[config.mk]
export PLATFORM = sky130hd
export DESIGN_NAME = fpga_wrapper_top
export DESIGN_NICKNAME = d
export VERILOG_FILES = /design/src/common/fpga_regs_pkg.sv /design/src/common/reg_bus_if.sv /design/src/logic/sync_fifo.sv /design/src/logic/itrng_fifo.sv /design/src/logic/itrng_throttle.sv /design/src/apb_regs/apb_slave_fsm.sv /design/src/apb_regs/fpga_realtime_regs.sv /design/src/logic/fpga_wrapper_top.sv
export SDC_FILE = /design/constraint.sdc
export NUM_CORES = 1
export LEC_CHECK = 0
export ABC_AREA = 1
export BUFFER_PORTS_ARGS = -buffer_cell sky130_fd_sc_hd__buf_2
export CAP_MARGIN = 5
export CORE_MARGIN = 8
export CORE_UTILIZATION = 53
export CTS_CLUSTER_SIZE = 8
export DETAILED_ROUTE_END_ITERATION = 10
export PLACE_DENSITY = 0.7
export SYNTH_ARGS = -nofsm -noshare
export SYNTH_HDL_FRONTEND = slang
export SYNTH_SLANG_ARGS = --single-unit
[constraint.sdc]
create_clock -name core_clk -period 7.4 [get_ports core_clk]
set_clock_uncertainty 0.1 [all_clocks]
set_input_delay 0.74 -clock core_clk [delete_from_list [all_inputs] [get_ports core_clk]]
set_output_delay 0.74 -clock core_clk [all_outputs]
set_load 0.005 [all_outputs]
[src/common/fpga_regs_pkg.sv]
// FPGA realtime register block, shared definitions
// Widths, register map, version word and the TRNG word layout
package fpga_regs_pkg;

    // Bus and payload widths
    localparam int DATA_W           = 32;
    localparam int ADDR_W           = 8;
    localparam int CHAR_W           = 8;
    localparam int NIBBLE_W         = 4;
    localparam int NIBBLES_PER_WORD = 8;

    // Register map, word aligned byte offsets
    localparam logic [ADDR_W-1:0] REG_VERSION       = 8'h00;
    localparam logic [ADDR_W-1:0] REG_CONTROL       = 8'h04;
    localparam logic [ADDR_W-1:0] REG_ITRNG_DIVISOR = 8'h08;
    localparam logic [ADDR_W-1:0] REG_CYCLE_COUNT   = 8'h0C;
    localparam logic [ADDR_W-1:0] REG_LOG_DATA      = 8'h10; // Char in 7:0, valid in 8
    localparam logic [ADDR_W-1:0] REG_LOG_STATUS    = 8'h14; // Empty in 0, full in 1
    localparam logic [ADDR_W-1:0] REG_ITRNG_DATA    = 8'h18; // Write only
    localparam logic [ADDR_W-1:0] REG_ITRNG_STATUS  = 8'h1C; // Empty in 0, full in 1

    // Control register bits
    localparam int CTRL_ITRNG_RST_BIT = 0;

    // Log data register layout
    localparam int LOG_VALID_BIT = CHAR_W;

    // Returned by REG_VERSION
    localparam logic [DATA_W-1:0] FPGA_VERSION = 32'h0001_0400;

    // One TRNG entropy word
    // Written over APB as a whole word, handed to the core as nibbles,
    // lowest nibble first
    typedef union packed {
        logic [DATA_W-1:0]                         word;
        logic [NIBBLES_PER_WORD-1:0][NIBBLE_W-1:0] nibbles;
    } itrng_word_u;

endpackage

[src/common/reg_bus_if.sv]
// Internal register access bus
// One single-cycle access per req, read data and error returned combinationally
`timescale 1ns/1ps

interface reg_bus_if
    import fpga_regs_pkg::*;
();

    logic              req;   // One cycle per transfer
    logic              we;
    logic [ADDR_W-1:0] addr;
    logic [DATA_W-1:0] wdata;
    logic [DATA_W-1:0] rdata;
    logic              err;   // Unmapped offset

    modport master (
        output req, we, addr, wdata,
        input  rdata, err
    );

    modport slave (
        input  req, we, addr, wdata,
        output rdata, err
    );

endinterface

[src/logic/sync_fifo.sv]
// Synchronous first-word-fall-through FIFO
// Head entry is visible on rdata while not empty, write when full and
// read when empty are ignored
`timescale 1ns/1ps

module sync_fifo #(
    parameter int WIDTH = 8,
    parameter int DEPTH = 16
) (
    input  logic             core_clk,
    input  logic             hwif_out,
    input  logic             srst,     // Synchronous clear
    input  logic             wr,
    input  logic [WIDTH-1:0] wdata,
    input  logic             rd,
    output logic [WIDTH-1:0] rdata,
    output logic             empty,
    output logic             full
);

    localparam int PTR_W = (DEPTH > 1) ? $clog2(DEPTH) : 1;
    localparam int CNT_W = $clog2(DEPTH + 1);

    logic [WIDTH-1:0] mem [DEPTH];
    logic [PTR_W-1:0] wr_ptr;
    logic [PTR_W-1:0] rd_ptr;
    logic [CNT_W-1:0] count;
    logic             do_wr;
    logic             do_rd;

    assign do_wr = wr && !full;
    assign do_rd = rd && !empty;

    always_ff @(posedge core_clk or negedge hwif_out) begin
        if (!hwif_out) begin
            wr_ptr <= '0;
            rd_ptr <= '0;
            count  <= '0;
        end else if (srst) begin
            wr_ptr <= '0;
            rd_ptr <= '0;
            count  <= '0;
        end else begin
            if (do_wr) begin
                wr_ptr <= (wr_ptr == PTR_W'(DEPTH - 1)) ? '0 : wr_ptr + 1'b1;
            end
            if (do_rd) begin
                rd_ptr <= (rd_ptr == PTR_W'(DEPTH - 1)) ? '0 : rd_ptr + 1'b1;
            end
            if (do_wr && !do_rd) begin
                count <= count + 1'b1;
            end else if (do_rd && !do_wr) begin
                count <= count - 1'b1;
            end
        end
    end

    always_ff @(posedge core_clk) begin
        if (do_wr && !srst) begin
            mem[wr_ptr] <= wdata;
        end
    end

    assign rdata = mem[rd_ptr];
    assign empty = (count == '0);
    assign full  = (count == CNT_W'(DEPTH));

endmodule

[src/logic/itrng_fifo.sv]
// Internal TRNG FIFO
// Stores whole entropy words and hands them to the core one nibble per
// grant, lowest nibble first, popping the word after its last nibble
`timescale 1ns/1ps

module itrng_fifo
    import fpga_regs_pkg::*;
#(
    parameter int DEPTH = 4
) (
    input  logic                core_clk,
    input  logic                hwif_out,
    input  logic                srst,
    input  logic                push,
    input  itrng_word_u         word,
    input  logic                grant,
    output logic [NIBBLE_W-1:0] nibble,
    output logic                nibble_valid,
    output logic                empty,
    output logic                full
);

    localparam int IDX_W = $clog2(NIBBLES_PER_WORD);

    logic [DATA_W-1:0] head_data;
    itrng_word_u       head;
    logic [IDX_W-1:0]  idx;       // Next nibble of the head word
    logic              take;
    logic              pop;

    sync_fifo #(
        .WIDTH (DATA_W),
        .DEPTH (DEPTH)
    ) word_fifo_i (
        .core_clk (core_clk),
        .hwif_out (hwif_out),
        .srst     (srst),
        .wr       (push),
        .wdata    (word.word),
        .rd       (pop),
        .rdata    (head_data),
        .empty    (empty),
        .full     (full)
    );

    always_comb begin
        head.word = head_data;
    end

    // Grants with nothing stored are dropped
    assign take = grant && !empty && !srst;
    assign pop  = take && (idx == IDX_W'(NIBBLES_PER_WORD - 1));

    always_ff @(posedge core_clk or negedge hwif_out) begin
        if (!hwif_out) begin
            idx          <= '0;
            nibble_valid <= 1'b0;
        end else if (srst) begin
            idx          <= '0;
            nibble_valid <= 1'b0;
        end else begin
            nibble_valid <= take;
            if (take) begin
                idx <= idx + 1'b1;  // Wraps to 0 with the pop
            end
        end
    end

    always_ff @(posedge core_clk) begin
        if (take) begin
            nibble <= head.nibbles[idx];
        end
    end

endmodule

[src/logic/itrng_throttle.sv]
// TRNG request throttle
// Reloading down-counter, lets one request through each time it hits zero
`timescale 1ns/1ps

module itrng_throttle
    import fpga_regs_pkg::*;
(
    input  logic              core_clk,
    input  logic              hwif_out,
    input  logic              req,
    input  logic [DATA_W-1:0] divisor,
    output logic              grant
);

    logic [DATA_W-1:0] count;

    // Period is divisor + 1 cycles
    always_ff @(posedge core_clk or negedge hwif_out) begin
        if (!hwif_out) begin
            count <= '0;
            grant <= 1'b0;
        end else if (count == '0) begin
            count <= divisor;
            grant <= req;   // Sample the core request
        end else begin
            count <= count - 1'b1;
            grant <= 1'b0;
        end
    end

endmodule

[src/apb_regs/apb_slave_fsm.sv]
// APB slave state machine
// Tracks setup and access phases, captures the transfer in setup and
// issues one register access per transfer with zero wait states
`timescale 1ns/1ps

module apb_slave_fsm
    import fpga_regs_pkg::*;
(
    input  logic              core_clk,
    input  logic              hwif_out,
    input  logic [ADDR_W-1:0] paddr,
    input  logic              psel,
    input  logic              penable,
    input  logic              pwrite,
    input  logic [DATA_W-1:0] pwdata,
    output logic [DATA_W-1:0] prdata,
    output logic              pready,
    output logic              pslverr,
    reg_bus_if.master         bus
);

    localparam logic [1:0] IDLE   = 2'd0;
    localparam logic [1:0] SETUP  = 2'd1;
    localparam logic [1:0] ACCESS = 2'd2;

    logic [1:0] state;  // Phase seen in the previous cycle
    logic [1:0] phase;  // Phase of the current cycle

    // Access only directly after a captured setup
    always_comb begin
        phase = IDLE;
        case (state)
            SETUP: begin
                if (psel && penable) begin
                    phase = ACCESS;
                end else if (psel) begin
                    phase = SETUP;
                end
            end
            default: begin
                if (psel && !penable) begin
                    phase = SETUP;
                end
            end
        endcase
    end

    always_ff @(posedge core_clk or negedge hwif_out) begin
        if (!hwif_out) begin
            state <= IDLE;
        end else begin
            state <= phase;
        end
    end

    // Transfer capture
    always_ff @(posedge core_clk) begin
        if (phase == SETUP) begin
            bus.addr  <= paddr;
            bus.we    <= pwrite;
            bus.wdata <= pwdata;
        end
    end

    assign bus.req = (phase == ACCESS);

    assign pready  = (phase == ACCESS);
    assign pslverr = (phase == ACCESS) && bus.err;
    assign prdata  = (phase == ACCESS) ? bus.rdata : '0;

endmodule

[src/apb_regs/fpga_realtime_regs.sv]
// FPGA realtime register file
// Decodes register accesses, holds control, divisor and cycle counter,
// and turns reads and writes into log FIFO pops and TRNG FIFO pushes
`timescale 1ns/1ps

module fpga_realtime_regs
    import fpga_regs_pkg::*;
(
    input  logic              core_clk,
    input  logic              hwif_out,
    reg_bus_if.slave          bus,

    // Log FIFO side
    output logic              log_rd,
    input  logic [CHAR_W-1:0] log_char,
    input  logic              log_empty,
    input  logic              log_full,

    // TRNG FIFO side
    output logic              itrng_push,
    output itrng_word_u       itrng_word,
    output logic              itrng_reset,
    output logic [DATA_W-1:0] divisor,
    input  logic              itrng_empty,
    input  logic              itrng_full
);

    logic              wr_acc;
    logic              rd_acc;
    logic              itrng_rst_q;
    logic [DATA_W-1:0] divisor_q;
    logic [DATA_W-1:0] cycle_count;
    logic [DATA_W-1:0] rdata;
    logic              hit;

    assign wr_acc = bus.req && bus.we;
    assign rd_acc = bus.req && !bus.we;

    // Writable registers
    always_ff @(posedge core_clk or negedge hwif_out) begin
        if (!hwif_out) begin
            itrng_rst_q <= 1'b0;
            divisor_q   <= '0;
        end else if (wr_acc) begin
            if (bus.addr == REG_CONTROL) begin
                itrng_rst_q <= bus.wdata[CTRL_ITRNG_RST_BIT];
            end
            if (bus.addr == REG_ITRNG_DIVISOR) begin
                divisor_q <= bus.wdata;
            end
        end
    end

    // Free running from reset
    always_ff @(posedge core_clk or negedge hwif_out) begin
        if (!hwif_out) begin
            cycle_count <= '0;
        end else begin
            cycle_count <= cycle_count + 1'b1;
        end
    end

    // Read mux and decode
    always_comb begin
        rdata = '0;
        hit   = 1'b1;
        case (bus.addr)
            REG_VERSION:       rdata = FPGA_VERSION;
            REG_CONTROL:       rdata = {{(DATA_W-1){1'b0}}, itrng_rst_q};
            REG_ITRNG_DIVISOR: rdata = divisor_q;
            REG_CYCLE_COUNT:   rdata = cycle_count;
            REG_LOG_DATA: begin
                if (!log_empty) begin  // Char only while valid
                    rdata = {{(DATA_W-CHAR_W-1){1'b0}}, 1'b1, log_char};
                end
            end
            REG_LOG_STATUS:    rdata = {{(DATA_W-2){1'b0}}, log_full, log_empty};
            REG_ITRNG_DATA:    rdata = '0;  // Write only, reads as zero
            REG_ITRNG_STATUS:  rdata = {{(DATA_W-2){1'b0}}, itrng_full, itrng_empty};
            default:           hit   = 1'b0;
        endcase
    end

    assign bus.rdata = rdata;
    assign bus.err   = !hit;

    // Pop only what the read actually returned as valid
    assign log_rd = rd_acc && (bus.addr == REG_LOG_DATA) && !log_empty;

    assign itrng_push = wr_acc && (bus.addr == REG_ITRNG_DATA);

    always_comb begin
        itrng_word.word = bus.wdata;
    end

    assign itrng_reset = itrng_rst_q;
    assign divisor     = divisor_q;

endmodule

[src/logic/fpga_wrapper_top.sv]
// FPGA wrapper support logic, top level
// APB register block with cycle counter, log FIFO toward the host
// and throttled internal TRNG nibble feed toward the core
`timescale 1ns/1ps

module fpga_wrapper_top
    import fpga_regs_pkg::*;
#(
    parameter int LOG_DEPTH   = 16,
    parameter int ITRNG_DEPTH = 4
) (
    input  logic                core_clk,
    input  logic                hwif_out,
    // APB
    input  logic [ADDR_W-1:0]   paddr,
    input  logic                psel,
    input  logic                penable,
    input  logic                pwrite,
    input  logic [DATA_W-1:0]   pwdata,
    output logic [DATA_W-1:0]   prdata,
    output logic                pready,
    output logic                pslverr,
    // Log characters from the core
    input  logic                log_wr,
    input  logic [CHAR_W-1:0]   log_char,
    // TRNG
    input  logic                etrng_req,
    output logic [NIBBLE_W-1:0] itrng_data,
    output logic                itrng_valid
);

    logic              log_rd;
    logic [CHAR_W-1:0] log_head;
    logic              log_empty;
    logic              log_full;
    logic              itrng_push;
    itrng_word_u       itrng_word;
    logic              itrng_reset;
    logic [DATA_W-1:0] divisor;
    logic              itrng_empty;
    logic              itrng_full;
    logic              itrng_grant;

    reg_bus_if bus_if ();

    apb_slave_fsm apb_i (
        .core_clk (core_clk),
        .hwif_out (hwif_out),
        .paddr    (paddr),
        .psel     (psel),
        .penable  (penable),
        .pwrite   (pwrite),
        .pwdata   (pwdata),
        .prdata   (prdata),
        .pready   (pready),
        .pslverr  (pslverr),
        .bus      (bus_if.master)
    );

    fpga_realtime_regs regs_i (
        .core_clk    (core_clk),
        .hwif_out    (hwif_out),
        .bus         (bus_if.slave),
        .log_rd      (log_rd),
        .log_char    (log_head),
        .log_empty   (log_empty),
        .log_full    (log_full),
        .itrng_push  (itrng_push),
        .itrng_word  (itrng_word),
        .itrng_reset (itrng_reset),
        .divisor     (divisor),
        .itrng_empty (itrng_empty),
        .itrng_full  (itrng_full)
    );

    // Log FIFO, only cleared by reset
    sync_fifo #(
        .WIDTH (CHAR_W),
        .DEPTH (LOG_DEPTH)
    ) log_fifo_i (
        .core_clk (core_clk),
        .hwif_out (hwif_out),
        .srst     (1'b0),
        .wr       (log_wr),
        .wdata    (log_char),
        .rd       (log_rd),
        .rdata    (log_head),
        .empty    (log_empty),
        .full     (log_full)
    );

    itrng_throttle throttle_i (
        .core_clk (core_clk),
        .hwif_out (hwif_out),
        .req      (etrng_req),
        .divisor  (divisor),
        .grant    (itrng_grant)
    );

    itrng_fifo #(
        .DEPTH (ITRNG_DEPTH)
    ) itrng_fifo_i (
        .core_clk     (core_clk),
        .hwif_out     (hwif_out),
        .srst         (itrng_reset),
        .push         (itrng_push),
        .word         (itrng_word),
        .grant        (itrng_grant),
        .nibble       (itrng_data),
        .nibble_valid (itrng_valid),
        .empty        (itrng_empty),
        .full         (itrng_full)
    );

endmodule

Yosys cells after proc, flatten, opt, wreduce, memory -nomap -nowiden
Memories as Yosys holds them, arrays and structs flattened.
Index checks and enable logic that the tools add are counted.
{"block": "totals", "mem_count": 2, "output_inout_bits": 39, "register_bits": 169, "in_bits": 55, "ramBits": 256}
{"name": "itrng_fifo_i.word_fifo_i.mem", "depth": 4, "width": 32, "read_ports": 1, "rd_clocked_by_memory_dff": 0, "write_ports": 1, "line_no": "sync_fifo.sv:24", "text": "logic [WIDTH-1:0] mem [DEPTH];"}
{"name": "log_fifo_i.mem", "depth": 16, "width": 8, "read_ports": 1, "rd_clocked_by_memory_dff": 0, "write_ports": 1, "line_no": "sync_fifo.sv:24"}
{"block": "op_classes", "addsub": 11, "n_reduce_logical": 44, "eq_ne": 17, "muxes": 32, "order_cmp": 1}
{"operator": "$pmux W32 S7", "n": 1}
{"operator": "$mux W32", "n": 2}
{"operator": "$add A32 B1 Y32 const B", "n": 1}
{"operator": "$eq A8 B5 Y1 const B", "n": 4}
{"operator": "$logic_not A32 Y1", "n": 1}
{"operator": "$sub A32 B1 Y32 const B", "n": 1}
{"operator": "$logic_and A1 B1 Y1", "n": 20}
{"operator": "$eq A8 B4 Y1 const B", "n": 2}
{"operator": "$mux W2", "n": 8}
{"operator": "$mux W3", "n": 5}
{"operator": "$bmux W4 S3", "n": 1}
{"operator": "$logic_not A1 Y1", "n": 12}
{"operator": "$mux W4", "n": 3}
{"operator": "$mux W5", "n": 2}
{"operator": "$mux W1", "n": 9}
{"operator": "$mux W9", "n": 1}
{"operator": "$add A4 B1 Y4 const B", "n": 2}
{"operator": "$eq A4 B4 Y1 const B", "n": 2}
{"operator": "$eq A8 B3 Y1 const B", "n": 1}
{"operator": "$logic_not A8 Y1", "n": 1}
{"operator": "$reduce_bool A2 Y1", "n": 4}
{"operator": "$reduce_or A8 Y1", "n": 1}
{"operator": "$add A3 B1 Y3 const B", "n": 2}
{"operator": "$eq A2 B2 Y1 const B", "n": 3}
{"operator": "12 further kinds", "n": 16}

Longest topological paths before layout
Gate-level depths: netlist of run 1.
{"block": "logic_depth", "depth_word": 13, "mapped_depth": 15}

Cells and area by module
Synthesis of run 1 repeated with hierarchy kept, for this count alone.
{"block": "unflattened", "cells_unflattened": 2012, "area_unflattened_um2": 20193.1}
{"module": "sync_fifo at log_fifo_i", "area_per_inst_um2": 5957.0, "cells_each": 501, "seq_area_each_um2": 4169.0, "n_inst": 1}
{"module": "sync_fifo at itrng_fifo_i.word_fifo_i", "area_per_inst_um2": 5262.5, "cells_each": 379, "seq_area_each_um2": 4018.9, "n_inst": 1}
{"module": "fpga_realtime_regs", "area_per_inst_um2": 4058.9, "cells_each": 562, "seq_area_each_um2": 1626.6, "n_inst": 1}
{"module": "itrng_throttle", "area_per_inst_um2": 2289.7, "cells_each": 314, "seq_area_each_um2": 825.8, "n_inst": 1}
{"module": "apb_slave_fsm", "area_per_inst_um2": 1826.8, "cells_each": 124, "seq_area_each_um2": 1281.2, "n_inst": 1}
{"module": "itrng_fifo", "area_per_inst_um2": 794.5, "cells_each": 131, "seq_area_each_um2": 220.2, "n_inst": 1}
{"module": "fpga_wrapper_top", "area_per_inst_um2": 3.8, "cells_each": 1, "seq_area_each_um2": 0.0, "n_inst": 1}

Worst setup path before layout of run 1
OpenSTA, ideal clock, no wires.
{"block": "synth_timing", "path_kind": "input to register", "start": "in penable", "end": "mem itrng_fifo_i.word_fifo_i.mem[0][0] (netlist bit), enable pin", "n_path_buf": 0, "required_time_ps": 6879, "setup_ps": 421, "path_stages": 6, "arrival_time_ps": 2850, "path_slack_ps": 4029, "cell_sequence": "nand2_1 nor3_4 nand3_1 nor2_1 inv_1 nor2_1"}
{"block": "synth_between", "elab_chain_cells": 11, "word_cells_on_any_way": 13}
{"item": "start, declared", "line_no": "fpga_wrapper_top.sv:17", "text": "input logic penable,"}
{"item": "$logic_not A1 Y1", "line_no": "apb_slave_fsm.sv:41", "text": "if (psel && !penable) begin"}
{"item": "$logic_and A1 B1 Y1", "line_no": "apb_slave_fsm.sv:41"}
{"item": "$mux W1", "line_no": "apb_slave_fsm.sv:41"}
{"item": "$mux W2 (*)", "line_no": "apb_slave_fsm.sv:32", "text": "case (state)"}
{"item": "$eq A2 B2 Y1 (*)", "line_no": "apb_slave_fsm.sv:65", "text": "assign bus.req = (phase == ACCESS);"}
{"item": "$logic_and A1 B1 Y1 (*)", "line_no": "fpga_realtime_regs.sv:36", "text": "assign wr_acc = bus.req && bus.we;"}
{"item": "$logic_and A1 B1 Y1 (*)", "line_no": "fpga_realtime_regs.sv:90", "text": "assign itrng_push = wr_acc && (bus.addr == REG_ITRNG_DATA);"}
{"item": "$logic_and A1 B1 Y1 (*)", "line_no": "sync_fifo.sv:31", "text": "assign do_wr = wr && !full;"}
{"item": "$logic_and A1 B1 Y1 (*)", "line_no": "sync_fifo.sv:59", "text": "if (do_wr && !srst) begin"}
{"item": "$mux W1 (*)", "line_no": "sync_fifo.sv:59"}
{"item": "$mux W1 (implied by the code) (*)", "line_no": "sync_fifo.sv:60", "text": "mem[wr_ptr] <= wdata;"}
{"item": "end, declared", "line_no": "sync_fifo.sv:24"}
Mark *: on every way between the ends. The rest lies on a longest branch, timed or not.

Final worst setup path of run 1
{"block": "layout_timing", "start": "reg log_fifo_i.rd_ptr[0]", "end": "out prdata[6]"}
{"block": "layout_between", "elab_chain_cells": 4}
{"item": "start, declared", "line_no": "sync_fifo.sv:26", "text": "logic [PTR_W-1:0] rd_ptr;"}
{"item": "start signal, assigned", "line_no": "sync_fifo.sv:48", "text": "rd_ptr <= (rd_ptr == PTR_W'(DEPTH - 1)) ? '0 : rd_ptr + 1'b1;"}
{"item": "$mem_v2 Z16 W8"}
{"item": "$mux W9", "line_no": "fpga_realtime_regs.sv:73", "text": "if (!log_empty) begin"}
{"item": "$pmux W32 S7", "line_no": "fpga_realtime_regs.sv:67", "text": "case (bus.addr)"}
{"item": "$mux W32", "line_no": "apb_slave_fsm.sv:69", "text": "assign prdata = (phase == ACCESS) ? bus.rdata : '0;"}
{"item": "end, declared", "line_no": "fpga_wrapper_top.sv:20", "text": "output logic [DATA_W-1:0] prdata,"}
No other way between the ends.

==> run metrics, run 1 <==
status complete, no violations; Int Pwr 4.25 mW; Sw Share 0.228; library cells used by synthesis 43; Worst Path Max Fanout 71; gr ovfl total 0; count leader, synth nand2_1; Ports 94; Die H 205 um; DRT Pass-1 Iters 5; DR WL/cell 19.3 um; antenna-violating nets left 0; maximum vdd drop 0.000223 V; CTS Hold Buffers Added 0; final setup vio count 0; synthesized flop and latch total 425; clock-pin slew on the worst setup and hold paths 0.05 ns; share of cells above drive strength 1 0.111; # H-tree levels 2; clk root buf clkbuf_16; final cycle utilization of the critical path 0.564; vias in the first global route 13200; total CTS buffers 59; Seq/Total Area, Yosys 0.638; total track usage 0.229; initial antenna violation count 0; largest net degree at the start of global routing 72; logic gate share of total power 0.054; crit path time final 4.18 ns; Worst Path Required 6.56 ns; max-cap check violation count 0; CTS max path bufs 3; Clock Power Share 0.448; synthesized area 19000 um^2; Worst EP arrival 3.34 ns; post-synthesis instance total 1891; port bufs 93; Via-to-Cell Ratio 5.48; pwr dens 256 nW/um^2; DRC viols 0; vias 13700; commonest cells in the netlist 578 x nand2_1, 301 x edfxtp_1, 191 x nand3_1; # diodes 0; Post-Syn Nets 1966; leak pwr 8.93 nW; Rows 69; cell accounting for the most synthesized area edfxtp_1; die area 42200 um^2; HP Class input port to asynchronous set/reset pin; CTS tree yes; Mean Syn Cell Area 10.1 um^2; EDFF count, synth 301; core area 35500 um^2; kind of critical path flop to primary output; P&R area growth vs syn 13.2%; Slew headroom 0.138; post-synth top area share 0.475; pins over their slew limit 0; first-pass GRT wire length 75.0 mm; Reg area 12100 um^2; Final Wtd Congestion 0.913; ys async rst share 0.292; CTS resizes 0; HPWL after detailed placement 31.8 mm; startpoint types flop; Area contributors post-synth edfxtp_1 47%, dfrtp_1 16%, nand2_1 11%, nand3_1 5.0%, nor2_1 3.6%; Worst-Margin Slew 1.29 ns; RSZ-0062 raised after global routing false; Flop pwr share 0.498; Initial Util 0.536; Fin Setup TNS 0 ns; Hold Violations, Final 0; die width 205 um; fmax 0.239 GHz; clk sink count 425; Routed WL 48.1 mm; fill count 2912; switching power 1.26 mW; Ys Warns 0; crit end category primary output; 1st-iter DRT viols 1121; multi-input logic area 5980 um^2; Layout Nets 2068; commonest register cell after synthesis edfxtp_1; Post-CTS Setup Bufs 0; Clock Latency Late Sink 0.60 ns; hold slack 0.0714 ns
-- power by group through the flow --
| stage | clock, mW | combinational [mW] | sequential [mW] |
|---|---|---|---|
| after floorplan | 0 | 0.190 | 2.76 |
| after CTS | 2.49 | 0.297 | 2.74 |
| after detailed placement | 0 | 0.295 | 2.78 |
| after global routing | 2.59 | 0.334 | 2.75 |
| after global placement | 0 | 0.279 | 2.78 |
| final | 2.47 | 0.296 | 2.74 |
-- final timing paths --
check / start / to / slack [ns] / cells past startpoint
worst min register to register: throttle_i.count[0] / throttle_i.count[0] / 0.37 / 1
worst max-delay path: log_fifo_i.rd_ptr[0] / prdata[6] / 3.22 / 11
worst max register to register: apb_i.bus.addr[0] / log_fifo_i.count[4] / 3.79 / 15
min in group core_clk: pwdata[2] / apb_i.bus.wdata[2] / 0.22 / 1
worst min-delay path: hwif_out / regs_i.cycle_count[17] / 0.07 / 1
max in group asynchronous: hwif_out / log_fifo_i.rd_ptr[0] / 5.87 / 2
-- layer usage --
metal / vias to the layer above / track usage / share of wire
met4: 0 / 0.0684 / 0.022
met5: - / 0 / 0
met3: 77 / 0.0356 / 0.068
met2: 509 / 0.367 / 0.47
li1: 6499 / - / -
met1: 6607 / 0.321 / 0.44
-- worst max-delay path: stages (launching register included) --
cell and delay (ns):
dfrtp_2 0.38, buf_4 0.35, inv_2 0.89, nand2_1 0.14, nand3_1 0.13, nand2_1 0.10, inv_1 0.06, nand3_1 0.13
nand2_1 0.10, nand2_1 0.07, a21oi_1 0.19, buf_2 0.17
-- flip-flops by register name (all words and copies together), names as in the netlist --
| register | flops |
|---|---|
| itrng_fifo_i.word_fifo_i.count | 3 |
| regs_i.itrng_reset | 1 |
| apb_i.bus.addr | 8 |
| throttle_i.count | 32 |
| apb_i.state | 2 |
| log_fifo_i.wr_ptr | 4 |
| itrng_fifo_i.word_fifo_i.rd_ptr | 2 |
| log_fifo_i.rd_ptr | 4 |
| log_fifo_i.count | 5 |
| regs_i.cycle_count | 32 |
| throttle_i.grant | 1 |
| itrng_fifo_i.nibble | 4 |
| log_fifo_i.mem | 128 |
| itrng_fifo_i.word_fifo_i.wr_ptr | 2 |
| itrng_fifo_i.word_fifo_i.mem | 128 |
| itrng_fifo_i.idx | 3 |
| itrng_fifo_i.nibble_valid | 1 |
| apb_i.bus.wdata | 32 |
| regs_i.divisor | 32 |
| apb_i.bus.we | 1 |
-- kinds of logic (layout without fill, tap and decap cells) --
| logic type | Yosys count | after routing | share of synthesized area |
|---|---|---|---|
| simple gates | 1008 | 1008 | 0.220 |
| xor+xnor | 52 | 52 | 0.0239 |
| fa+ha+maj | 20 | 20 | 0.0139 |
| compound gates | 153 | 153 | 0.0458 |
| buf+inv | 220 | 366 | 0.0485 |
| flops | 425 | 425 | 0.638 |
| mux | 13 | 13 | 0.00986 |
-- cells in the final DEF, fill, tap and decap left out, types with 3 or more instances in the layout --
cell and count:
a31oi_1 3, o21ai_1 3, mux2_4 11, o21ai_2 6
clkbuf_16 59, buf_4 12, a21oi_1 75, a21oi_2 13
dfrtp_1 122, edfxtp_1 301, inv_2 6, o21ai_0 39
clkbuf_1 42, nand3_1 191, ha_1 18, nand4_1 16
xor2_1 35, nor4_1 4, nand3b_1 6, nor3_1 18
inv_1 144, nor2_1 175, o22ai_1 4, nor2_4 3
nor2_2 9, buf_2 92, clkinv_1 5, xnor2_1 17
o31ai_1 5, nand2_1 578, o21bai_1 3
-- area by class of cell --
class | count | area share
Tap cell | 461 | 0.0268
Multi-Input combinational cell | 1246 | 0.278
Clock inverter | 3 | 0.00180
Inverter | 156 | 0.0274
Sequential cell | 425 | 0.564
Timing Repair Buffer | 105 | 0.0261
Clock buffer | 102 | 0.0765
-- through the flow --
step	worst slack [ns]	cells	util	power [mW]	cell area, um^2
2_1_floorplan	4.03	1891	-	2.95	19000
3_3_place_gp	3.82	2393	0.560	3.06	19900
3_5_place_dp	3.76	2393	0.560	3.08	19900
4_1_cts	3.24	2498	0.607	5.53	21500
5_1_grt	2.97	2498	0.607	5.67	21500
6_report	3.22	2498	0.607	5.51	21500
No activity file was read; power rests on OpenSTA's default activity.
==> run 2: changes to the inputs <==
==> constraint.sdc (replaced) <==
create_clock -name core_clk -period 4.1 [get_ports core_clk]
set_clock_uncertainty 0.1 [all_clocks]
set_input_delay 0.41 -clock core_clk [delete_from_list [all_inputs] [get_ports core_clk]]
set_output_delay 0.41 -clock core_clk [all_outputs]
set_load 0.005 [all_outputs]
==> run metrics, run 2 (same netlist as run 1, synthesis figures left out) <==
status complete, no violations; pwr dens 456 nW/um^2 (+79%); share of cells above drive strength 1 0.111 (+0.000536); maximum vdd drop 0.000421 V (+89%); Clock Latency Late Sink 0.60 ns (about the same); clock-pin slew on the worst setup and hold paths 0.05 ns (about the same); Initial Util 0.536 (unchanged); port bufs 93 (unchanged); DRC viols 0 (unchanged); GR peak layer met2; logic gate share of total power 0.056 (+0.002); Post-CTS Setup Bufs 0 (unchanged); Layout Nets 2118 (+2.4%); final setup vio count 0 (unchanged); commonest non-fill, non-tap cell in the layout nand2_1; clk root buf clkbuf_16; die width 205 um (unchanged); antenna-violating nets left 0 (unchanged); largest net degree at the start of global routing 71 (-1.4%); crit end category primary output; Int Pwr 7.80 mW (+84%); max-cap check violation count 0 (unchanged); fill count 2839 (-2.5%); Worst Hold Launch etrng_req; GR Util met3 0.0370 (+0.00142); CTS max path bufs 3 (unchanged); Worst EP arrival 2.83 ns (-0.51 ns); 1st-iter DRT viols 1270 (+13%); Pwr Total 10.1 mW (+83%); Slew headroom 0.301 (+0.163); Routed WL 49.6 mm (+3.0%); HPWL after detailed placement 32.9 mm (+3.5%); Regs by FF count itrng_fifo_i.word_fifo_i.mem x128, log_fifo_i.mem x128; Flop pwr share 0.491 (-0.007); initial antenna violation count 0 (unchanged); Ports 94 (unchanged); die area 42200 um^2 (unchanged); final cycle utilization of the critical path 0.814; switching power 2.28 mW (+81%); pins over their slew limit 0 (unchanged); first-pass GRT wire length 76.8 mm (+2.5%); Clock Power Share 0.453 (+0.005); Sw Share 0.226 (-0.00241); Die H 205 um (unchanged); final setup margin 0.761 ns (-2.46 ns); Worst-Margin Slew 1.05 ns (-0.243 ns); met1 usage 0.328 (+0.00747); kind of critical path flop to primary output; Hold Violations, Final 0 (unchanged); grt met2 use 0.373 (+0.00613); startpoint types flop; Via-to-Cell Ratio 5.51 (+0.49%); worst reg2reg path startpoint apb_i.bus.addr[0]; DRT Pass-1 Iters 5 (unchanged); commonest non-fill, non-tap cells in the layout 578 x nand2_1, 301 x edfxtp_1, 191 x nand3_1, 175 x nor2_1, 144 x inv_1; vias 14100 (+2.6%); Final Wtd Congestion 0.921 (+0.94%); final design utilization 0.622 (+0.0153); Fin Setup TNS 0 ns (unchanged); # H-tree levels 2 (unchanged); clk sink count 425 (unchanged); Worst Path Required 3.59 ns (-2.97 ns); leak pwr 9.17 nW (+2.7%); total CTS buffers 59 (unchanged); P&R area growth vs syn 16.1%; Rows 69 (unchanged); DR WL/cell 19.4 um (+0.82%); Worst Path Max Fanout 58 (-18%); crit path time final 3.34 ns; CTS tree yes; vias in the first global route 13600 (+2.8%); HP Class input port to flop; total track usage 0.235 (+0.00537); RSZ-0062 raised after global routing false; # diodes 0 (unchanged); fmax 0.300 GHz; CTS resizes 0 (unchanged); gr ovfl total 0 (unchanged); worst setup path start log_fifo_i.rd_ptr[0]; core area 35500 um^2 (unchanged); DP Worst Slack 0.851 ns (-2.91 ns); hold slack 0.0374 ns (-0.0340 ns)
run 2: changes by cell type in the layout (fill, tap and decap cells not counted):
cell,previous run,this run
buf_4,12,17
buf_8,0,1
bufinv_16,0,1
clkbuf_1,42,44
clkbuf_16,59,60
clkinv_8,2,1
dlygate4sd3_1,0,44
inv_4,1,0
inv_6,0,1
run 2: power by group through the flow:
stage / Combinational, mW / Clock (mW) / Sequential (mW)
floorplan: 0.343 / 0 / 4.98
global placement: 0.503 / 0 / 5.02
detailed placement: 0.532 / 0 / 5.02
CTS: 0.567 / 4.61 / 4.95
global route: 0.641 / 4.79 / 4.96
finish: 0.568 / 4.56 / 4.95
run 2: cell type report:
class / count / area, um^2 / share of cell area
clock buffer: 105 / 1680 / 0.0761
clock inverter: 3 / 55.1 / 0.00249
inverter: 156 / 591 / 0.0267
multi-input combinational: 1246 / 5980 / 0.271
sequential: 425 / 12100 / 0.550
tap: 461 / 577 / 0.0261
timing repair buffer: 155 / 1050 / 0.0478
run 2: per-stage QoR:
step	instance area (um^2)	cells
floorplan	19000	1891
global placement	19900	2398
detailed placement	19900	2398
CTS	22100	2550
global route	22100	2551
finish	22100	2551
run 2: worst paths after layout:
| kind | end | slack (ns) | depth (start not counted) |
|---|---|---|---|
| worst max register to register | log_fifo_i.count[4] | 0.83 | 15 |
| worst min-delay path | throttle_i.grant | 0.04 | 3 |
| worst max-delay path | prdata[3] | 0.76 | 10 |
| max in group asynchronous | regs_i.divisor[21] | 2.64 | 3 |
| worst min register to register | throttle_i.count[0] | 0.38 | 1 |
| min in group asynchronous | regs_i.cycle_count[29] | 0.26 | 2 |
run 2: what timing repair did:
action | 4_1_cts | 5_1_grt
hold buffers | 44 | 0
hold endpoints to repair | 105 | 0
setup endpoints to repair | 0 | 0
run 2: worst max-delay path, cell delays in order, from the launching register on:
cell and delay [ns]:
dfrtp_2 0.40, inv_2 0.76, nand2_1 0.12, nand3_1 0.14
nand2_1 0.07, nor2_1 0.15, nand2_1 0.09, nand2_1 0.07
nand2_1 0.08, a21oi_1 0.20, buf_2 0.14
run 2: metal layers:
metal	up-vias	wire (um)
met1	6817	21600
met4	0	1230
met5	-	0
met2	539	23100
li1	6606	-
met3	89	3570
